[src/design/headFifo_macros.svh]
`ifndef HEAD_FIFO_MACROS_SVH
`define HEAD_FIFO_MACROS_SVH

// data word width in bits
`define FIFO_DATA_WIDTH 32

// number of entries, power of two so the pointers wrap on their own
`define FIFO_DEPTH 16
`define FIFO_PTR_WIDTH 4

// almostEmpty while count <= this value
`define FIFO_AE_THRESHOLD 4
// almostFull while count > this value
`define FIFO_AF_THRESHOLD 14

`endif

[src/design/headFifoPkg.sv]
`default_nettype none

`include "headFifo_macros.svh"

package headFifoPkg;

   // one stored word, also the head register
   typedef logic [`FIFO_DATA_WIDTH-1:0] fifoWord_t;

   // storage address
   typedef logic [`FIFO_PTR_WIDTH-1:0] fifoPtr_t;

   // occupancy, one extra bit so a full FIFO reads as FIFO_DEPTH
   typedef logic [`FIFO_PTR_WIDTH:0] fifoCount_t;

endpackage

`default_nettype wire

[src/design/fifoCtrlIf.sv]
`timescale 1ns/10ps
`default_nettype none

// per-cycle commands from occupancy control to the storage side
interface fifoCtrlIf;

   // store dataIn at the write pointer
   logic write;
   // load dataIn straight into the head register
   logic headFromInput;
   // load the word at the read pointer into the head register
   logic headFromMem;
   // zero both pointers and the head
   logic clear;

   modport ctrl (
      output write,
      output headFromInput,
      output headFromMem,
      output clear
   );

   modport store (
      input write,
      input headFromInput,
      input headFromMem,
      input clear
   );

endinterface

`default_nettype wire

[src/design/fifoOccupancy.sv]
`timescale 1ns/10ps
`default_nettype none

`include "headFifo_macros.svh"

module fifoOccupancy
   import headFifoPkg::*;
(
   input  logic clkin,
   input  logic reset_n,
   input  logic flush,
   input  logic wrEn,
   input  logic rdEn,
   fifoCtrlIf.ctrl ctrl,
   output logic empty,
   output logic almostEmpty,
   output logic full,
   output logic almostFull
);

   fifoCount_t count;
   fifoCount_t countNext;

   logic wrOk;
   logic rdOk;

   logic emptyNext;
   logic almostEmptyNext;
   logic fullNext;
   logic almostFullNext;

   // requests are judged against the registered flags
   assign wrOk = wrEn & ~full;
   assign rdOk = rdEn & ~empty;

   // next occupancy
   always_comb begin
      countNext = count;
      if (flush) begin
         countNext = '0;
      end else begin
         case ({wrOk, rdOk})
            2'b10: countNext = count + fifoCount_t'(1);
            2'b01: countNext = count - fifoCount_t'(1);
            // both or neither leave the count alone
            default: countNext = count;
         endcase
      end
   end

   always_ff @(posedge clkin) begin
      if (!reset_n) begin
         count <= '0;
      end else begin
         count <= countNext;
      end
   end

   // flags follow the count that will be there after this edge
   always_comb begin
      emptyNext       = (countNext == '0);
      almostEmptyNext = (countNext <= fifoCount_t'(`FIFO_AE_THRESHOLD));
      fullNext        = (countNext == fifoCount_t'(`FIFO_DEPTH));
      almostFullNext  = (countNext > fifoCount_t'(`FIFO_AF_THRESHOLD));
   end

   always_ff @(posedge clkin) begin
      if (!reset_n) begin
         empty       <= 1'b1;
         almostEmpty <= 1'b1;
         full        <= 1'b0;
         almostFull  <= 1'b0;
      end else begin
         empty       <= emptyNext;
         almostEmpty <= almostEmptyNext;
         full        <= fullNext;
         almostFull  <= almostFullNext;
      end
   end

   // storage commands, flush wins over everything else
   always_comb begin
      ctrl.clear         = flush;
      ctrl.write         = 1'b0;
      ctrl.headFromInput = 1'b0;
      ctrl.headFromMem   = 1'b0;
      if (!flush) begin
         ctrl.write = wrOk;

         // head is empty or about to be, so the new word bypasses memory
         if (wrOk && ((count == '0) || ((count == fifoCount_t'(1)) && rdOk))) begin
            ctrl.headFromInput = 1'b1;
         end

         // next-oldest word comes up from memory
         // last word leaving alone keeps the stale head and the read pointer
         if (rdOk && (count > fifoCount_t'(1))) begin
            ctrl.headFromMem = 1'b1;
         end
      end
   end

endmodule

`default_nettype wire

[src/design/fifoStorage.sv]
`timescale 1ns/10ps
`default_nettype none

`include "headFifo_macros.svh"

module fifoStorage
   import headFifoPkg::*;
(
   input  logic      clkin,
   input  logic      reset_n,
   fifoCtrlIf.store  store,
   input  fifoWord_t dataIn,
   output fifoWord_t dataOut
);

   fifoWord_t mem [`FIFO_DEPTH];

   fifoPtr_t wrPtr;
   fifoPtr_t rdPtr;

   fifoWord_t head;

   logic headLoad;

   // every head load consumes one slot behind the head
   assign headLoad = store.headFromInput | store.headFromMem;

   // storage array, no reset
   always_ff @(posedge clkin) begin
      if (store.write) begin
         mem[wrPtr] <= dataIn;
      end
   end

   // write pointer wraps at the power-of-two depth
   always_ff @(posedge clkin) begin
      if (!reset_n || store.clear) begin
         wrPtr <= '0;
      end else if (store.write) begin
         wrPtr <= wrPtr + fifoPtr_t'(1);
      end
   end

   // read pointer marks the oldest word still in memory
   always_ff @(posedge clkin) begin
      if (!reset_n || store.clear) begin
         rdPtr <= '0;
      end else if (headLoad) begin
         rdPtr <= rdPtr + fifoPtr_t'(1);
      end
   end

   // head register, oldest entry shown without a read cycle
   always_ff @(posedge clkin) begin
      if (!reset_n || store.clear) begin
         head <= '0;
      end else if (store.headFromInput) begin
         head <= dataIn;
      end else if (store.headFromMem) begin
         head <= mem[rdPtr];
      end
   end

   assign dataOut = head;

endmodule

`default_nettype wire

[src/design/headFifo.sv]
`timescale 1ns/10ps
`default_nettype none

module headFifo
   import headFifoPkg::*;
(
   input  logic      clkin,
   input  logic      reset_n,
   input  logic      flush,
   input  logic      wrEn,
   input  fifoWord_t dataIn,
   input  logic      rdEn,
   output fifoWord_t dataOut,
   output logic      empty,
   output logic      almostEmpty,
   output logic      full,
   output logic      almostFull
);

   // commands from occupancy control to storage
   fifoCtrlIf ctrlBus ();

   // accepts requests, keeps the count and the flags
   fifoOccupancy occupancy (
      .clkin       (clkin),
      .reset_n     (reset_n),
      .flush       (flush),
      .wrEn        (wrEn),
      .rdEn        (rdEn),
      .ctrl        (ctrlBus.ctrl),
      .empty       (empty),
      .almostEmpty (almostEmpty),
      .full        (full),
      .almostFull  (almostFull)
   );

   // array, pointers and head register
   fifoStorage storage (
      .clkin   (clkin),
      .reset_n (reset_n),
      .store   (ctrlBus.store),
      .dataIn  (dataIn),
      .dataOut (dataOut)
   );

endmodule

`default_nettype wire

[config.mk]
export PLATFORM = sky130hd
export DESIGN_NAME = headFifo
export DESIGN_NICKNAME = d
export VERILOG_FILES = /design/src/design/headFifoPkg.sv /design/src/design/fifoCtrlIf.sv /design/src/design/fifoOccupancy.sv /design/src/design/fifoStorage.sv /design/src/design/headFifo.sv
export VERILOG_INCLUDE_DIRS = /design/src /design/src/design
export SDC_FILE = /design/constraint.sdc
export NUM_CORES = 1
export LEC_CHECK = 0
export ABC_CLOCK_PERIOD_IN_PS = 4450
export BUFFER_PORTS_ARGS = -buffer_cell sky130_fd_sc_hd__buf_4
export CAP_MARGIN = 20
export CORE_UTILIZATION = 40
export DETAILED_ROUTE_END_ITERATION = 6
export PLACE_DENSITY = 0.54
export SETUP_SLACK_MARGIN = 0.02
export SLEW_MARGIN = 25
export SYNTH_ARGS = -nofsm -noshare
export SYNTH_HDL_FRONTEND = slang
export SYNTH_SLANG_ARGS = --single-unit
[constraint.sdc]
create_clock -name clkin -period 4.45 [get_ports clkin]
set_input_delay 0.445 -clock clkin [delete_from_list [all_inputs] [get_ports clkin]]
set_output_delay 0.445 -clock clkin [all_outputs]
set_load 0.05 [all_outputs]
==> run_results.csv <==
group,metric,value,unit
power,clkPwrFrac,42.6,%
sta,tns,0,ps
yosys,syn_inst,1068,
grt,grt_pass1_wl,74100,microns
place,dp_cells,1805,
place,place_congestion,0.715,
layout,drive_above_1_share,28.9,%
sta,max_freq,0.310,GHz
grt,grt_pass1_vias,11200,
yosys,syn_avg_cell_area,20.5,sq um
die,rows,85,
routing,finalWirelength,50000,microns
yosys,synthFlopType,"edfxtp_1",
hold_path,min_path_type,"input pin to flop",
yosys,yosys.area.top_type,"edfxtp_1",
setup_path,rr_worst_depth,8,
yosys,synth_fp_nets,1116,
power,p_int,8.77,mW
clocking,cts_root_buf,"clkbuf_16",
layout,multi_input_area,5180,sq um
clocking,clkTransAtPathRegs,60,ps
yosys,synth.distinct_cells,57,
sta,setup-violations-final,0,
yosys,synth_edf_count,512,
sta,slew_violations,0,
power,power.switching,2.35,mW
sta,finalHoldViolCount,0,
power,seqPwrFrac,52.7,%
grt,grt_max_degree,46,
layout,stdcell_count,1916,
yosys,synthMostInstantiatedCell,"edfxtp_1",
layout,nFillCells,4442,
die,io_pins,73,
sta,finalWorstPathRequiredPeriod,3220,ps
routing,ant_nets,0,
layout,areaGrowthSynthToFinish,15.3,%
power,power,11.1,mW
routing,drt_iter0_markers,777,
place,pre_cts_ws,1210,ps
clocking,clock_path_buffers,3,
routing,drc_errors,0,
place,port_buffers,72,
die,die_w,236,microns
hold_path,holdCritStartpoint,"reset_n",
sta,grt_setup_unrepaired,"false",
clocking,cts-htree-levels,2,
clocking,cts-buffers-inserted,59,
die,die_height,236,microns
grt,grt_overflow,0,
routing,wl_per_cell,26.1,microns
clocking,worstSkewPairLatency,610,ps
setup_path,arrival,3770,ps
sta,period_share,72.4,%
yosys,ys_ff_latch,565,
setup_path,startpoint,"occupancy.count[1]",
setup_path,critical_path.max_fanout,37,
setup_path,worstSetupPathType,"flop to flop",
layout,diodes,0,
setup_path,endpoint_kind,"flop",
yosys,syn-cell-area,21900,sq um
power,power_per_cell_area,440,nW/um^2
sta,hold_slack,54.8,ps
routing,viasPerCell,5.50,
die,dieArea,55700,sq um
yosys,postSynth.asyncResetShare,0,%
sta,skew,16.8,ps
clocking,cts_tree,"yes",
run,drv_cap,0,
hold_path,min_path_cells,2,
clocking,cts_hold_buf,0,
power,p_sw_share,21.1,%
layout,utilization,46.8,%
sta,tightest_slew,1070,ps
layout,final-seq-area,16400,sq um
setup_path,startpoint_type,"flop",
yosys,yosysWarnings,0,
status,status,"finished clean",
power,ir_worst_vdd,284,uV
die,start_util,40.6,%
routing,vias,10500,
clocking,cts_resized,0,
grt,antenna_found_initial,1,
setup_path,timing.rr.start,"occupancy.count[1]",
die,core_area,53900,sq um
yosys,ys_seq_area_share,75.1,%
power,leakage,7.88,nW
yosys,synth_commonest_cells,"edfxtp_1, mux4_2, nor2_1",
clocking,clkSinkCount,565,
power,comb_power_share,4.6,%
clocking,cts_setup_buffers,0,
layout,design_area,25300,sq um
sta,slew-limit-headroom,28.6,%
setup_path,crit_required,5000,ps
routing,first_pass_iters,5,
place,placed_area,23400,sq um
grt,grt_use_total,18.3,%
sta,fin_ws,1230,ps
place,dp_hpwl,26700,microns
layout,num-nets-final,1218,
yosys,ys_top_cells_by_area,"edfxtp_1, mux4_2, dfxtp_1",
yosys,netlist.area_leader.share,70.2,%
## power groups by stage
| stage | Clock [mW] | Combinational [mW] | Sequential [mW] |
|---|---|---|---|
| 2_1_floorplan | 0 | 0.264 | 6.02 |
| 3_3_place_gp | 0 | 0.512 | 5.98 |
| 3_5_place_dp | 0 | 0.522 | 5.98 |
| 4_1_cts | 4.84 | 0.522 | 5.86 |
| 5_1_grt | 5.05 | 0.556 | 5.87 |
| 6_report | 4.74 | 0.513 | 5.86 |
## metal layers
metal	global-route usage (%)	routed length (microns)
met4	4.77	908
met5	0	12
met1	25.0	22100
met2	30.2	24900
met3	3.28	2100
## kinds of logic (layout without fill, tap and decap cells)
kind of cell | Yosys count | count (layout) | synth area share, %
simple gates | 136 | 136 | 3.11
xor+xnor | 6 | 6 | 0.240
flops | 565 | 565 | 75.1
mux | 191 | 191 | 16.1
fa+ha+maj | 11 | 11 | 0.629
compound gates | 88 | 88 | 3.37
buf+inv | 71 | 223 | 1.54
## cells in the final DEF (no fill, tap or decap), types with 3 or more instances in the layout
cell type  Yosys  layout
edfxtp_1     512     512
mux4_2       128     128
buf_4          5     100
nor2_1        75      75
mux2i_1       62      62
clkbuf_16      0      59
dfxtp_1       53      50
o22ai_1       31      31
o221a_1       28      28
clkbuf_1      27      22
ha_1          11      11
clkbuf_8       0      11
and2_2         1      10
clkinv_2       0       8
inv_1          6       6
nand2_1        7       6
buf_12         0       6
a21oi_1        5       5
clkinv_1       0       5
nand2b_1       5       4
nor2b_1        6       4
xnor2_1        4       4
nand3_1        4       4
nor3b_2        1       3
and2_1        12       3
and3_2         0       3
nor3_2         2       3
nor3_1         4       3
o221a_2        3       3
dfxtp_4        0       3
inv_6          0       3
## worst max-delay path, stage by stage, from the launching register on
cell      delay (ps)
dfxtp_1          410
inv_1            120
ha_1             200
and3b_1          170
o211ai_1         280
buf_4            600
nand2b_2         760
o22ai_1          400
o221a_1          210
## final timing paths
path | to | slack (ps)
worst min register to register | flop | 520
worst min-delay path | occupancy.empty | 50
worst max-delay path | storage.dataOut[28] | 1230
worst max register to register | storage.dataOut[28] | 1230
## registers in the layout, indices dropped and copies added (netlist names), named ones only
register               count
storage.mem              512
storage.dataOut           32
occupancy.count            5
storage.rdPtr              4
storage.wrPtr              4
occupancy.almostEmpty      1
occupancy.almostFull       1
occupancy.empty            1
occupancy.full             1
## area by class of cell
cell class | instances | area share, %
Timing Repair Buffer | 106 | 3.45
Inverter | 6 | 0.0892
Tap cell | 696 | 3.45
Clock buffer | 92 | 6.77
Multi-Input combinational cell | 432 | 20.5
Sequential cell | 565 | 65.1
Clock inverter | 19 | 0.605
Note: power is estimated with default switching activity, not from simulation.
